<file path="config.mk">
export PLATFORM = sky130hd
export DESIGN_NAME = rv_fe_top
export DESIGN_NICKNAME = d
export VERILOG_FILES = /design/src/verilog/rv_fe_pkg.sv /design/src/verilog/rv_fe_pc_gen.sv /design/src/verilog/rv_fe_decode.sv /design/src/verilog/rv_fe_exec.sv /design/src/verilog/rv_fe_ctrl.sv /design/src/verilog/rv_fe_top.sv
export VERILOG_INCLUDE_DIRS = /design/src /design/src/include
export SDC_FILE = /design/constraint.sdc
export NUM_CORES = 1
export LEC_CHECK = 0
export ABC_AREA = 0
export ABC_CLOCK_PERIOD_IN_PS = 6100
export BUFFER_PORTS_ARGS = -buffer_cell sky130_fd_sc_hd__buf_2
export CORE_ASPECT_RATIO = 0.9
export CORE_MARGIN = 8
export CORE_UTILIZATION = 63
export DETAILED_ROUTE_END_ITERATION = 12
export GPL_TIMING_DRIVEN = 0
export PLACE_DENSITY_LB_ADDON = 0.05
export SLEW_MARGIN = 30
export SYNTH_ARGS = -nofsm -noshare
export SYNTH_HDL_FRONTEND = slang
export SYNTH_SLANG_ARGS = --single-unit
</file>
<file path="constraint.sdc">
create_clock -name clk -period 6.1 [get_ports clk]
set_input_delay 1.83 -clock clk [delete_from_list [all_inputs] [get_ports clk]]
set_output_delay 1.83 -clock clk [all_outputs]
set_load 0.01 [all_outputs]
</file>
<file path="src/include/rv_fe_consts.svh">
`ifndef RV_FE_CONSTS_SVH
`define RV_FE_CONSTS_SVH

// datapath and address width
`define ARCH_WIDTH 32

// first fetch address, kept nonzero so a zero pc marks an empty stage
`define RESET_VECTOR 32'h0000_0100

// major opcode field, inst[6:0]
`define OPC_BRANCH 7'b110_0011
`define OPC_JAL 7'b110_1111

`endif

</file>
<file path="src/verilog/rv_fe_pkg.sv">
package rv_fe_pkg;

// next pc source
typedef enum logic [1:0] {
    PC_SEL_PC,
    PC_SEL_INC4,
    PC_SEL_ALU
} pc_sel_t;

// branch outcome from the resolution input
typedef enum logic {
    B_NT,
    B_T
} branch_t;

// opcode class, only what the front end needs to steer fetch
typedef enum logic [1:0] {
    KIND_PLAIN,
    KIND_BRANCH,
    KIND_JUMP
} inst_kind_t;

// front end stall FSM
typedef enum logic [2:0] {
    RST,
    STEADY,
    STALL_FLOW,
    STALL_FE_IC,
    STALL_BE
} stall_state_t;

endpackage

</file>
<file path="src/verilog/rv_fe_pc_gen.sv">
`timescale 1ns/1ps

`include "rv_fe_consts.svh"

module rv_fe_pc_gen import rv_fe_pkg::*; (
    input  logic                   clk,
    input  logic                   rst,
    input  logic                   pc_we,
    input  pc_sel_t                pc_sel,
    input  logic [`ARCH_WIDTH-1:0] target_exe,
    output logic [`ARCH_WIDTH-1:0] pc,
    output logic [`ARCH_WIDTH-1:0] imem_req_addr
);

logic [`ARCH_WIDTH-1:0] pc_nx;

// next pc mux
always_comb begin
    case (pc_sel)
        PC_SEL_INC4: pc_nx = pc + `ARCH_WIDTH'd4;
        PC_SEL_ALU: pc_nx = target_exe;
        default: pc_nx = pc;
    endcase
end

always_ff @(posedge clk) begin
    if (rst) begin
        pc <= `RESET_VECTOR;
    end else if (pc_we) begin
        pc <= pc_nx;
    end
end

// pc only moves once its instruction is decoded, so it is the address in flight
assign imem_req_addr = pc;

// catches a misaligned target coming back from execute
assert property (@(posedge clk) disable iff (rst) pc[1:0] == 2'b00)
    else $error("pc not word aligned: %h", pc);

endmodule

</file>
<file path="src/verilog/rv_fe_decode.sv">
`timescale 1ns/1ps

`include "rv_fe_consts.svh"

module rv_fe_decode import rv_fe_pkg::*; (
    input  logic                   clk,
    input  logic                   rst,
    input  logic                   rsp_fire,
    input  logic [`ARCH_WIDTH-1:0] imem_rsp_data,
    input  logic [`ARCH_WIDTH-1:0] fetch_pc,
    input  logic                   bubble_dec,
    input  logic                   advance,
    output logic                   dec_valid,
    output logic [`ARCH_WIDTH-1:0] pc_dec,
    output logic [`ARCH_WIDTH-1:0] inst_dec,
    output inst_kind_t             kind_dec,
    output logic [`ARCH_WIDTH-1:0] imm_dec
);

logic load_rsp;

assign load_rsp = rsp_fire && !bubble_dec;

// stage valid and pc, pc of zero is an empty slot
always_ff @(posedge clk) begin
    if (rst) begin
        dec_valid <= 1'b0;
        pc_dec <= '0;
    end else if (load_rsp) begin
        dec_valid <= 1'b1;
        pc_dec <= fetch_pc;
    end else if (bubble_dec || advance) begin
        // moved on to execute or squashed, either way leave a bubble
        dec_valid <= 1'b0;
        pc_dec <= '0;
    end
end

always_ff @(posedge clk) begin
    if (load_rsp) begin
        inst_dec <= imem_rsp_data;
    end
end

// a bubble always reads as plain so ctrl never stalls on stale data
always_comb begin
    kind_dec = KIND_PLAIN;
    if (dec_valid) begin
        case (inst_dec[6:0])
            `OPC_BRANCH: kind_dec = KIND_BRANCH;
            `OPC_JAL: kind_dec = KIND_JUMP;
            default: kind_dec = KIND_PLAIN;
        endcase
    end
end

// B-type and J-type immediates, sign extended
always_comb begin
    case (kind_dec)
        KIND_BRANCH: imm_dec = {{20{inst_dec[31]}}, inst_dec[7], inst_dec[30:25],
                                inst_dec[11:8], 1'b0};
        KIND_JUMP: imm_dec = {{12{inst_dec[31]}}, inst_dec[19:12], inst_dec[20],
                              inst_dec[30:21], 1'b0};
        default: imm_dec = '0;
    endcase
end

endmodule

</file>
<file path="src/verilog/rv_fe_exec.sv">
`timescale 1ns/1ps

`include "rv_fe_consts.svh"

module rv_fe_exec import rv_fe_pkg::*; (
    input  logic                   clk,
    input  logic                   rst,
    input  logic                   advance,
    input  logic                   dec_valid,
    input  logic [`ARCH_WIDTH-1:0] pc_dec,
    input  logic [`ARCH_WIDTH-1:0] inst_dec,
    input  inst_kind_t             kind_dec,
    input  logic [`ARCH_WIDTH-1:0] imm_dec,
    input  branch_t                branch_resolution,
    input  logic                   exe_ready,
    output logic                   exe_valid,
    output logic [`ARCH_WIDTH-1:0] exe_pc,
    output logic [`ARCH_WIDTH-1:0] exe_inst,
    output inst_kind_t             kind_exe,
    output logic [`ARCH_WIDTH-1:0] pc_exe,
    output logic [`ARCH_WIDTH-1:0] target_exe,
    output logic                   flow_changed
);

logic [`ARCH_WIDTH-1:0] imm_exe;

// advance is low only while the backend refuses a valid instruction
always_ff @(posedge clk) begin
    if (rst) begin
        exe_valid <= 1'b0;
        exe_pc <= '0;
        kind_exe <= KIND_PLAIN;
    end else if (advance) begin
        exe_valid <= dec_valid;
        exe_pc <= pc_dec;
        kind_exe <= kind_dec;
    end
end

always_ff @(posedge clk) begin
    if (advance) begin
        exe_inst <= inst_dec;
        imm_exe <= imm_dec;
    end
end

// branch and jal targets are both pc relative
assign target_exe = exe_pc + imm_exe;

// ctrl matches this against the stalled pc, zero when empty
assign pc_exe = exe_valid ? exe_pc : '0;

assign flow_changed = exe_valid &&
    ((kind_exe == KIND_JUMP) ||
     ((kind_exe == KIND_BRANCH) && (branch_resolution == B_T)));

// refused instruction must be presented unchanged on the next cycle
assert property (@(posedge clk) disable iff (rst)
    exe_valid && !exe_ready |=> exe_valid && $stable(exe_pc) && $stable(exe_inst))
    else $error("issue port changed under back-pressure");

endmodule

</file>
<file path="src/verilog/rv_fe_ctrl.sv">
`timescale 1ns/1ps

`include "rv_fe_consts.svh"

module rv_fe_ctrl import rv_fe_pkg::*; (
    input  logic                   clk,
    input  logic                   rst,
    input  logic                   imem_req_ready,
    input  logic                   imem_rsp_valid,
    input  inst_kind_t             kind_dec,
    input  logic [`ARCH_WIDTH-1:0] pc_dec,
    input  logic [`ARCH_WIDTH-1:0] pc_exe,
    input  logic                   exe_valid,
    input  logic                   exe_ready,
    input  logic                   flow_changed,
    output logic                   imem_req_valid,
    output logic                   imem_rsp_ready,
    output logic                   pc_we,
    output pc_sel_t                pc_sel,
    output logic                   bubble_dec,
    output logic                   advance,
    output stall_state_t           state
);

stall_state_t nx_state;
logic req_pending;
logic req_fire;
logic rsp_fire;
logic rsp_take;
logic flow_dec;
logic flow_res;
logic save_stall_pc;
logic clear_stall_pc;
logic [`ARCH_WIDTH-1:0] stall_pc;

// execute can take a new entry when empty or when it is issuing this cycle
assign advance = !exe_valid || exe_ready;

assign flow_dec = (kind_dec == KIND_BRANCH) || (kind_dec == KIND_JUMP);
// the stalling branch has reached execute
assign flow_res = (pc_exe == stall_pc) && (pc_exe != '0);

assign req_fire = imem_req_valid && imem_req_ready;
assign rsp_fire = imem_rsp_valid && imem_rsp_ready;
// response lands in decode this cycle
assign rsp_take = imem_rsp_valid && req_pending && advance;

always_ff @(posedge clk) begin
    if (rst) begin
        state <= RST;
    end else begin
        state <= nx_state;
    end
end

always_comb begin
    nx_state = state;
    save_stall_pc = 1'b0;
    clear_stall_pc = 1'b0;
    pc_we = 1'b0;
    pc_sel = PC_SEL_PC;
    bubble_dec = 1'b0;
    imem_req_valid = 1'b0;
    imem_rsp_ready = 1'b0;

    case (state)
        RST: begin
            // hold off until imem can take the reset vector
            bubble_dec = 1'b1;
            if (imem_req_ready) begin
                nx_state = STALL_FE_IC;
            end
        end

        STALL_FE_IC: begin
            // request the current pc once and wait for its data
            imem_req_valid = !req_pending;
            imem_rsp_ready = req_pending && advance;
            bubble_dec = !rsp_take;
            if (rsp_take) begin
                nx_state = STEADY;
            end
        end

        STEADY, STALL_BE: begin
            // decode holds a fresh instruction whose kind picks the next pc
            clear_stall_pc = 1'b1;
            if (!advance) begin
                // freeze pc and decode while the backend is busy
                nx_state = STALL_BE;
            end else if (flow_dec) begin
                save_stall_pc = 1'b1;
                nx_state = STALL_FLOW;
            end else begin
                pc_we = 1'b1;
                pc_sel = PC_SEL_INC4;
                nx_state = STALL_FE_IC;
            end
        end

        STALL_FLOW: begin
            bubble_dec = 1'b1;
            if (flow_res) begin
                // pc still points at the branch so not taken is just +4
                pc_we = 1'b1;
                pc_sel = flow_changed ? PC_SEL_ALU : PC_SEL_INC4;
                clear_stall_pc = 1'b1;
                nx_state = STALL_FE_IC;
            end
        end

        default: nx_state = RST;
    endcase
end

// save wins over clear when a new flow change shows up in STEADY
always_ff @(posedge clk) begin
    if (rst) begin
        stall_pc <= '0;
    end else if (save_stall_pc) begin
        stall_pc <= pc_dec;
    end else if (clear_stall_pc) begin
        stall_pc <= '0;
    end
end

always_ff @(posedge clk) begin
    if (rst) begin
        req_pending <= 1'b0;
    end else if (req_fire) begin
        req_pending <= 1'b1;
    end else if (rsp_fire) begin
        req_pending <= 1'b0;
    end
end

// no new request while imem presents the response to the last one
assert property (@(posedge clk) disable iff (rst) imem_rsp_valid |-> !imem_req_valid)
    else $error("imem request raised with a response pending");

// request stays up until imem takes it
assert property (@(posedge clk) disable iff (rst)
    imem_req_valid && !imem_req_ready |=> imem_req_valid)
    else $error("imem request dropped before acceptance");

endmodule

</file>
<file path="src/verilog/rv_fe_top.sv">
`timescale 1ns/1ps

`include "rv_fe_consts.svh"

module rv_fe_top import rv_fe_pkg::*; (
    input  logic                   clk,
    input  logic                   rst,
    output logic                   imem_req_valid,
    input  logic                   imem_req_ready,
    output logic [`ARCH_WIDTH-1:0] imem_req_addr,
    input  logic                   imem_rsp_valid,
    output logic                   imem_rsp_ready,
    input  logic [`ARCH_WIDTH-1:0] imem_rsp_data,
    input  branch_t                branch_resolution,
    output logic                   exe_valid,
    output logic [`ARCH_WIDTH-1:0] exe_pc,
    output logic [`ARCH_WIDTH-1:0] exe_inst,
    input  logic                   exe_ready,
    output stall_state_t           state
);

logic [`ARCH_WIDTH-1:0] pc;
logic pc_we;
pc_sel_t pc_sel;
logic bubble_dec;
logic advance;
logic rsp_fire;
logic dec_valid;
logic [`ARCH_WIDTH-1:0] pc_dec;
logic [`ARCH_WIDTH-1:0] inst_dec;
inst_kind_t kind_dec;
logic [`ARCH_WIDTH-1:0] imm_dec;
logic [`ARCH_WIDTH-1:0] pc_exe;
logic [`ARCH_WIDTH-1:0] target_exe;
logic flow_changed;

assign rsp_fire = imem_rsp_valid && imem_rsp_ready;

rv_fe_pc_gen pc_gen0 (
    .clk           (clk),
    .rst           (rst),
    .pc_we         (pc_we),
    .pc_sel        (pc_sel),
    .target_exe    (target_exe),
    .pc            (pc),
    .imem_req_addr (imem_req_addr)
);

rv_fe_decode decode0 (
    .clk           (clk),
    .rst           (rst),
    .rsp_fire      (rsp_fire),
    .imem_rsp_data (imem_rsp_data),
    .fetch_pc      (pc),
    .bubble_dec    (bubble_dec),
    .advance       (advance),
    .dec_valid     (dec_valid),
    .pc_dec        (pc_dec),
    .inst_dec      (inst_dec),
    .kind_dec      (kind_dec),
    .imm_dec       (imm_dec)
);

// kind_exe stays internal to execute, ctrl only needs flow_changed
rv_fe_exec exec0 (
    .clk               (clk),
    .rst               (rst),
    .advance           (advance),
    .dec_valid         (dec_valid),
    .pc_dec            (pc_dec),
    .inst_dec          (inst_dec),
    .kind_dec          (kind_dec),
    .imm_dec           (imm_dec),
    .branch_resolution (branch_resolution),
    .exe_ready         (exe_ready),
    .exe_valid         (exe_valid),
    .exe_pc            (exe_pc),
    .exe_inst          (exe_inst),
    .kind_exe          (),
    .pc_exe            (pc_exe),
    .target_exe        (target_exe),
    .flow_changed      (flow_changed)
);

rv_fe_ctrl ctrl0 (
    .clk            (clk),
    .rst            (rst),
    .imem_req_ready (imem_req_ready),
    .imem_rsp_valid (imem_rsp_valid),
    .kind_dec       (kind_dec),
    .pc_dec         (pc_dec),
    .pc_exe         (pc_exe),
    .exe_valid      (exe_valid),
    .exe_ready      (exe_ready),
    .flow_changed   (flow_changed),
    .imem_req_valid (imem_req_valid),
    .imem_rsp_ready (imem_rsp_ready),
    .pc_we          (pc_we),
    .pc_sel         (pc_sel),
    .bubble_dec     (bubble_dec),
    .advance        (advance),
    .state          (state)
);

endmodule

</file>
==> results.md, run 1 <==
- IO Pins: between 100 and 150
- Count leader, synth: nand2_1
- Main area contributors after synthesis: dfxtp_1, edfxtp_1, nand2_1
- Net Count, Synth: roughly 1300
- CTS sink cnt: 220
- Core area: approximately 0.017 mm^2
- Pleak: just over 5 nW
- Unrepaired setup endpoints after global routing: false
- Post-synthesis sequential area ratio: 0.4738
- Final Cycle Share: 0.8071
- Via/cell ratio: roughly 6.4
- Maximum VDD drop: around 0.35 mV
- H-tree depth: 1
- Largest area contributor in the netlist: dfxtp_1
- I/O Buffers: 138
- TritonRoute pass-1 iters: 8
- Skew-Pair Late Insertion Delay: 0.52 ns
- Hold path startpoint: decode0.inst_dec[6]
- CP Launch Type: input port
- Die X: 155.7 um
- R2R Path Start: exec0.exe_pc[16]
- Post-synth EDFFs: 84
- Die ar.: 0.02207 mm^2
- DR vias: about 10000
- Global-route wire length before repair: approximately 55 mm
- Worst r2r dst: pc_gen0.imem_req_addr[4]
- N_diodes: 0
- Area grow syn2layout: 16.53%
- Relative slew slack: 0.3263
- WP data arrival: a little over 3 ns
- Setup Skew: around 0.014 ns
- All-layer global routing usage: 0.3243
- CTS tree: done
- Sum Neg Setup Slack: 0 ns
- Status: completed
- Largest net degree at the start of global routing: 30
- Die H: ~140 um
- Grt ovf: 0
- Hold Slack: 0.4359 ns
- Clk buf depth: 3
- Post-route DRC: 0
- Worst hold path type: reg -> reg
- Detailed Route WL: around 37 mm
- Crit end category: output port
- Final Max Slew Viols: 0
- Fmax: 0.2031 GHz
- Post-cts resize count: 0
- DR WL/cell: about 23 um
- Antenna violations before repair: 0
- Post-DRT Antenna Nets: 0
- Reg2reg path depth: 13
- Post-synth top flop: dfxtp_1
- Max Cap Violations: 0
- Setup Viol. Count Final: 0
- Final-report hold violation count: 0
- Worst-path fanout max: 10
- Yosys top cell area share: 0.2460
- Syn Area/Cell: just over 9 um^2
- FF+latch count, synth: 220
- CP required: around 4.3 ns
- Synthesized area: approximately 0.011 mm^2
- Worst Hold Depth: 0
- Number of global-route vias before repair: 9672
- Gate Count Post-Synth: ~1200
- HPWL after detailed placement: 27.16 mm
- Root Buffer: clkbuf_16
- Total CTS buffers: 23
- Fillers: about 1300
- Distinct cells, synth: 80
- Initial DRC Count: around 1200
- Hold worst-path end: exec0.exe_inst[6]
- Setup slack, reg-to-reg: between 1.5 and 2 ns
- Fin nets: about 1400
- Crit path kind: in -> out
- Placer Congestion: ~0.96
- Worst-Margin Slew: approximately 1.0 ns
- Leading cell types by count after synthesis: nand2_1, dfxtp_1, nor2_1
- Buffers inserted by post-CTS timing repair: 0
- # rows: 46
- Clock transition at path regs: ~0.06 ns
- Pwr per Cell Area: around 230 mW/mm^2
- Final Critical Period: a little under 5 ns
- Share of post-route cells with drive strength above 1: 0.1751
- Starting Density: 0.6347
- Hold Buf Count CTS: 0
- Warnings from Yosys: 0
- Post-synth ARST share: 0
[sequential cells by signal (all words and copies together), names as in the netlist]
signal / cells
ctrl0.req_pending: 1
ctrl0.stall_pc: 32
ctrl0.state: 3
decode0.dec_valid: 1
decode0.inst_dec: 32
decode0.pc_dec: 32
exec0.exe_inst: 32
exec0.exe_pc: 32
exec0.exe_valid: 1
exec0.imm_exe: 20
exec0.kind_exe: 2
pc_gen0.imem_req_addr: 32
[layout by cell type, fill, tap and decap left out, drive strengths merged, types with 13 or more instances in the layout]
cell,instances
dfxtp,136
nor3,22
o22ai,14
ha,35
nor2,128
xor2,21
clkbuf,77
o21ai,64
a211oi,19
a22oi,73
and2,15
a21o,18
xnor2,15
edfxtp,84
nand2,146
nand4,16
nand3b,13
a21oi,101
and3,14
inv,24
nand3,30
buf,163
nor4,20
[layout make-up]
class | count | area, um^2 | share of cell area
multi-input combinational | 880 | 5433 | 0.4212
tap | 240 | 300.3 | 0.02328
clock inverter | 7 | 78.83 | 0.006111
sequential | 220 | 5245 | 0.4066
clock buffer | 35 | 683.2 | 0.05296
inverter | 24 | 90.09 | 0.006984
buffer | 64 | 310.3 | 0.02406
timing repair buffer | 141 | 758.2 | 0.05878
[power by group]
| group | switching [mW] | leakage, nW | internal (mW) |
|---|---|---|---|
| sequential | 0.00500 | 1.97 | 1.52 |
| combinational | 0.0504 | 2.75 | 0.0242 |
| clock | 0.580 | 0.379 | 0.822 |
| total | 0.635 | 5.10 | 2.37 |
[logic make-up after synthesis]
family / Yosys count / synth area share
flops: 220 / 0.4738
fa+ha+maj: 36 / 0.04137
mux: 6 / 0.005652
simple gates: 445 / 0.1929
buf+inv: 88 / 0.03594
xor+xnor: 36 / 0.02848
compound gates: 357 / 0.2218
[worst max-delay path: stages]
cell	delay, ns
buf_2	0.09
nor2b_1	0.06
inv_1	0.14
clkbuf_1	0.57
and3_1	0.26
buf_2	0.13
[metal layers]
layer / vias up / GRT usage / part of all wire
met4: 0 / 0.1311 / 0.043
met3: 114 / 0.08300 / 0.12
met5: - / 0 / 0
li1: 4735 / - / -
met2: 653 / 0.4970 / 0.43
met1: 4860 / 0.4309 / 0.41
[how the worst max path moves through the flow]
stage,startpoint,end,slack (ns),cells past startpoint
after detailed placement,exe_ready,imem_rsp_ready,1.30,6
after global routing,exe_ready,imem_rsp_ready,1.18,6
final,exe_ready,imem_rsp_ready,1.18,6
after floorplan,exe_ready,imem_rsp_ready,1.81,4
after CTS,exe_ready,imem_rsp_ready,1.25,6
after global placement,exe_ready,exec0.exe_inst[19],1.19,4
[metrics by stage]
stage                     power [mW]  setup slack (ns)  std cells  cell area [um^2]  utilization
after global routing           3.073             1.178       1611             12900       0.7396
final                          3.002             1.177       1611             12900       0.7396
after CTS                      3.006             1.250       1611             12900       0.7396
after floorplan                1.596             1.809       1188             11070            -
after global placement         1.627             1.194       1566             12060       0.6916
after detailed placement       1.629             1.304       1569             12140       0.6959
(Power assumes the default switching activity.)
==> run 2, diff against run 1 <==
--- a/config.mk
+++ b/config.mk
@@ -7,11 +7,11 @@
 export NUM_CORES = 1
 export LEC_CHECK = 0
 export ABC_AREA = 0
-export ABC_CLOCK_PERIOD_IN_PS = 6100
+export ABC_CLOCK_PERIOD_IN_PS = 4000
 export BUFFER_PORTS_ARGS = -buffer_cell sky130_fd_sc_hd__buf_2
 export CORE_ASPECT_RATIO = 0.9
 export CORE_MARGIN = 8
-export CORE_UTILIZATION = 63
+export CORE_UTILIZATION = 53
 export DETAILED_ROUTE_END_ITERATION = 12
 export GPL_TIMING_DRIVEN = 0
 export PLACE_DENSITY_LB_ADDON = 0.05
==> constraint.sdc (replaced) <==
create_clock -name clk -period 4 [get_ports clk]
set_input_delay 1.2 -clock clk [delete_from_list [all_inputs] [get_ports clk]]
set_output_delay 1.2 -clock clk [all_outputs]
set_load 0.01 [all_outputs]
==> results.md, run 2 (synthesis results as in run 1) <==
- Status: completed
- DR vias: around 10000
- Part of the power in registers: 0.484
- Comb power frac: 0.024
- Die ar.: 0.02577 mm^2
- WP depth: 14
- Final Critical Period: between 3 and 4 ns
- I/O Buffers: between 100 and 150
- Hold Buf Count CTS: 0
- Maximum VDD drop: 0.3589 mV
- Initial DRC Count: 990
- Routed wl met3: about 3.7 mm
- IO Pins: between 100 and 150
- Antenna violations before repair: 0
- HPWL after detailed placement: 27.71 mm
- Max stage delay on crit path: just over 0.4 ns
- Int Power: approximately 3.8 mW
- Setup Skew: roughly 0.014 ns
- R2R Path Start: exec0.exe_valid
- Detailed Route WL: 37.34 mm
- Multi-input logic area: about 0.0055 mm^2
- Clock power share: 0.492
- Fin nets: about 1400
- Final Cycle Share: 0.9746
- # rows: 50
- DR WL/cell: around 23 um
- Final worst slack: 0.1014 ns
- Crit-path cells: clkbuf_4 -> clkbuf_4 -> o221ai_1 -> o32ai_1 -> nand4_1 -> nor4_4 -> and3_1 -> nor2_1 -> ha_1 -> and4bb_1 -> a21oi_4 -> buf_2 -> mux2i_1 -> o211ai_1
- Root Buffer: clkbuf_16
- Global-route wire length before repair: approximately 56 mm
- Reg2reg path depth: 14
- CP required: 4.40 ns
- Skew-Pair Late Insertion Delay: approximately 0.53 ns
- Hold path startpoint: decode0.inst_dec[30]
- Die H: 153.1 um
- Cell mode on critical path: clkbuf_4
- Top cell family by delay on the critical path: simple AND/OR/NAND/NOR gates
- N_diodes: 0
- Setup Viol. Count Final: 0
- Max Cap Violations: 0
- Share of post-route cells with drive strength above 1: 0.1886
- Pre-CTS setup slack: -0.05164 ns
- H-tree depth: 1
- Worst hold path type: reg -> reg
- WP data arrival: 4.30 ns
- Worst-Margin Slew: 0.8823 ns
- Final-report hold violation count: 0
- Pwr per Cell Area: 367.9 mW/mm^2
- Relative slew slack: 0.4086
- Fillers: 1799
- Sw frac: 0.2113
- Grt ovf: 0
- Post-route DRC: 0
- Area grow syn2layout: 18.04%
- CP Launch Type: register
- Pleak: 5.157 nW
- Clock transition at path regs: 0.06 ns
- Crit path buffers/inverters: 3
- CTS tree: done
- Number of global-route vias before repair: ~9500
- Final Max Slew Viols: 0
- All-layer global routing usage: 0.2798
- Largest net degree at the start of global routing: 31
- Wire length on met1: around 16 mm
- Fmax: 0.2565 GHz
- Starting Density: 0.5362
- Clk buf depth: 3
- Worst-path fanout max: 10
- Die X: between 150 and 200 um
- Post-DRT Antenna Nets: 0
- Slowest cell on the critical path: dfxtp_1
- TritonRoute pass-1 iters: 5
- Crit end category: register
- Crit path kind: reg -> reg
- Core area: between 0.02 and 0.025 mm^2
- Crit path launch: exec0.exe_valid
- Most frequent cells in the layout: buf_2, nand2_1, dfxtp_1, nor2_1, a21oi_1
- Sequential Area: around 0.0053 mm^2
- Hold Slack: 0.4420 ns
- CTS sink cnt: 220
- Pwr Total: 4.808 mW
- Total CTS buffers: 24
- DP Cell Count: about 1600
- Max Used Layer: met4
- Net Sw Power: about 1.0 mW
- Worst Hold Depth: 0
- Final std cells w/o fill: roughly 1600
- Via/cell ratio: around 6.3
- Post-layout util: 0.6329
- Met2 Wirelength: ~16 mm
- Placer Congestion: 0.9422
==> run 2: cell types whose count changed in the layout (fill, tap and decap cells not counted), moves of 2 or more <==
| cell | before | now |
|---|---|---|
| dfxtp_2 | 0 | 4 |
| clkbuf_16 | 24 | 26 |
| clkbuf_2 | 2 | 6 |
| clkbuf_1 | 47 | 38 |
| clkinvlp_4 | 0 | 3 |
| bufinv_16 | 1 | 3 |
| clkbuf_4 | 0 | 2 |
| dfxtp_1 | 136 | 132 |
| buf_2 | 148 | 146 |
==> run 2: area by class of cell <==
class,instances,area share
plain buffers,64,0.02461
repair buffers,142,0.05803
inverters,24,0.006895
flip-flops and latches,220,0.4018
clock buffers,31,0.05353
well taps,260,0.02490
multi-input cells,880,0.4179
clock inverters,12,0.01235
==> run 2: per-layer routing <==
layer | GRT usage | vias up
met5 | 0 | -
met4 | 0.08666 | 0
met3 | 0.06334 | 72
met2 | 0.4283 | 523
met1 | 0.3869 | 4884
li1 | - | 4741
==> run 2: power by group through the flow <==
stage | registers [mW] | logic (mW) | clock network [mW]
global route | 2.33 | 0.121 | 2.46
finish | 2.33 | 0.114 | 2.37
floorplan | 2.37 | 0.0598 | 0
global placement | 2.37 | 0.109 | 0
CTS | 2.33 | 0.112 | 2.38
detailed placement | 2.37 | 0.111 | 0
==> run 2: worst paths after layout <==
path              slack, ns                         to
hold / removal         0.44         exec0.exe_inst[30]
setup reg to reg       0.10  pc_gen0.imem_req_addr[20]
setup / recovery       0.10  pc_gen0.imem_req_addr[20]
hold reg to reg        0.44         exec0.exe_inst[30]
==> run 2: worst reg2reg max path, stage by stage (launching register included) <==
cell	delay, ns
dfxtp_1	0.41
clkbuf_4	0.26
clkbuf_4	0.24
o221ai_1	0.13
o32ai_1	0.25
nand4_1	0.29
nor4_4	0.40
and3_1	0.19
nor2_1	0.06
ha_1	0.32
and4bb_1	0.26
a21oi_4	0.33
buf_2	0.32
mux2i_1	0.21
o211ai_1	0.09
==> run 2: per-stage QoR <==
| stage | TNS [ns] | cell area [um^2] |
|---|---|---|
| after floorplan | 0 | 11070 |
| after global placement | -21.98 | 12090 |
| after detailed placement | -0.1007 | 12160 |
| after CTS | 0 | 13030 |
| after global routing | -0.04190 | 13070 |
| final | 0 | 13070 |
==> run 2: repair_timing <==
item                                    in CTS  in global routing
gates cloned                                 0                  0
buffers inserted                             0                  1
endpoints found under the setup margin       9                 31
pin swaps                                    0                  2
gates resized for setup                      4                 14
==> run 3, diff against run 2 <==
--- a/config.mk
+++ b/config.mk
@@ -10,7 +10,6 @@
 export ABC_CLOCK_PERIOD_IN_PS = 4000
 export BUFFER_PORTS_ARGS = -buffer_cell sky130_fd_sc_hd__buf_2
 export CORE_ASPECT_RATIO = 0.9
-export CORE_MARGIN = 8
 export CORE_UTILIZATION = 53
 export DETAILED_ROUTE_END_ITERATION = 12
 export GPL_TIMING_DRIVEN = 0
==> results.md, run 3 (synthesis results as in run 1) <==
- Fillers: ~1800
- CTS sink cnt: 220
- Number of global-route vias before repair: slightly above 9000
- Setup Viol. Count Final: 0
- Die H: between 100 and 150 um
- Area grow syn2layout: 17.15%
- # rows: 49
- Pwr per Cell Area: about 350 mW/mm^2
- Unrepaired setup endpoints after global routing: true
- Clock power share: 0.469
- HPWL after detailed placement: 26.84 mm
- Die X: ~150 um
- Commonest non-fill, non-tap cell in the layout: nand2_1
- Setup slack, reg-to-reg: 0.12 ns
- Final-report hold violation count: 0
- CP Launch Type: register
- Setup crit end: pc_gen0.imem_req_addr[20]
- Max Cap Violations: 0
- Crit end category: register
- Post-DRT Antenna Nets: 0
- Comb power frac: 0.025
- Initial DRC Count: 1074
- Grt ovf: 0
- Fmax: about 0.26 GHz
- Final Critical Period: ~3.9 ns
- Placer Congestion: roughly 0.97
- Reg2reg path depth: 13
- Maximum VDD drop: 0.3722 mV
- Worst-Margin Slew: 0.8389 ns
- H-tree depth: 1
- TritonRoute pass-1 iters: 7
- IO Pins: between 100 and 150
- Slowest cell on the critical path: nor4_1
- Status: completed
- Part of the power in registers: 0.506
- Via/cell ratio: 6.325
- Largest net degree at the start of global routing: between 40 and 50
- WP data arrival: around 4.3 ns
- Setup Skew: between 0.015 and 0.02 ns
- Hold Slack: roughly 0.43 ns
- CTS tree: done
- I/O Buffers: roughly 140
- N_diodes: 0
- Max stage delay on crit path: a little under 0.5 ns
- Most frequent cells in the layout: nand2_1, buf_2, dfxtp_1, nor2_1, a21oi_1
- Sw frac: 0.2207
- Skew-Pair Late Insertion Delay: 0.54 ns
- Worst-path fanout max: 10
- Total CTS buffers: 24
- Clk buf depth: 3
- Worst hold path type: reg -> reg
- Share of post-route cells with drive strength above 1: 0.1869
- Die ar.: approximately 0.021 mm^2
- Detailed Route WL: ~37 mm
- Crit path launch: exec0.exe_pc[20]
- Final Max Slew Viols: 0
- Crit path kind: reg -> reg
- Pleak: around 5.1 nW
- Global-route wire length before repair: approximately 55 mm
- All-layer global routing usage: 0.3395
- Worst r2r dst: pc_gen0.imem_req_addr[20]
- Starting Density: 0.5471
- Post-route DRC: 0
- Antenna violations before repair: 0
- Fin nets: approximately 1400
- R2R Path Start: exec0.exe_pc[20]
- Pwr Total: about 4.6 mW
- Relative slew slack: 0.4361
- Root Buffer: clkbuf_16
- Net Sw Power: around 1.0 mW
- CP required: about 4.4 ns
- Final Cycle Share: 0.9704
- Core area: around 0.02 mm^2
- DR vias: between 10000 and 15000
- Crit-path cells: nor4_1 -> o221ai_1 -> o32ai_2 -> nand4_1 -> nor4_4 -> and3_1 -> nor2_1 -> ha_1 -> and4bb_1 -> a21oi_4 -> clkbuf_4 -> mux2i_1 -> o211ai_1
- Clock transition at path regs: 0.06 ns
- DR WL/cell: 22.40 um
- Int Power: 3.585 mW
run 3: how the worst min path moves through the flow:
| stage | cells past startpoint | slack [ns] | to | start |
|---|---|---|---|---|
| after detailed placement | 0 | 0.42 | exec0.exe_inst[28] | decode0.inst_dec[28] |
| after global placement | 0 | 0.43 | exec0.exe_inst[28] | decode0.inst_dec[28] |
| final | 0 | 0.43 | exec0.exe_inst[28] | decode0.inst_dec[28] |
| after CTS | 0 | 0.44 | exec0.exe_inst[28] | decode0.inst_dec[28] |
| after floorplan | 0 | 0.42 | exec0.exe_inst[25] | decode0.inst_dec[25] |
| after global routing | 0 | 0.45 | exec0.exe_inst[28] | decode0.inst_dec[28] |
run 3: power by group through the flow:
stage               Clock (mW)  Combinational, mW  Sequential (mW)
finish                    2.16              0.116             2.33
global route              2.26              0.123             2.33
CTS                       2.17              0.113             2.33
detailed placement           0              0.112             2.37
global placement             0              0.111             2.37
floorplan                    0             0.0598             2.37
run 3: metal layers:
layer	global-route usage	vias to the layer above	routed length [um]
met5	0	-	0
met4	0.1141	0	1269
met3	0.04813	78	3620
met2	0.5017	553	15550
met1	0.5085	4935	16080
li1	-	4744	-
run 3: what timing repair did:
action,in CTS,in global routing
pin swaps,0,3
resized for setup,9,10
buffers inserted,0,3
endpoints found under the hold margin,0,0
setup endpoints to repair,29,30
hold buffers,0,0
run 3: through the flow:
stage            util  cells  TNS, ns  setup slack (ns)  cell area (um^2)
2_1_floorplan       -   1188        0            0.5899             11070
3_3_place_gp   0.5970   1581   -40.01           -0.4141             12080
3_5_place_dp   0.5996   1583   -2.417           -0.2499             12130
4_1_cts        0.6385   1627        0           0.04857             12920
5_1_grt        0.6409   1630  -0.1345          -0.04060             12970
6_report       0.6409   1630        0            0.1183             12970
run 3: area by class of cell:
cell class              count  area [um^2]  area share
clock inverters            11        91.34    0.007044
well taps                 255        319.1     0.02460
flip-flops and latches    220         5250      0.4049
plain buffers              64        325.3     0.02509
inverters                  24        90.09    0.006947
repair buffers            143        753.2     0.05809
multi-input cells         880         5474      0.4221
clock buffers              33        664.4     0.05124
run 3: critical path, delay by kind of cell, from the launching register on:
family,cells,cell delay [ns]
multiplexers,1,0.20
buffers and inverters,1,0.32
AO/OA/AOI/OAI,4,0.90
AND/OR/NAND/NOR,6,1.60
adder cells (fa/ha/maj),1,0.30
flip-flops,1,0.44
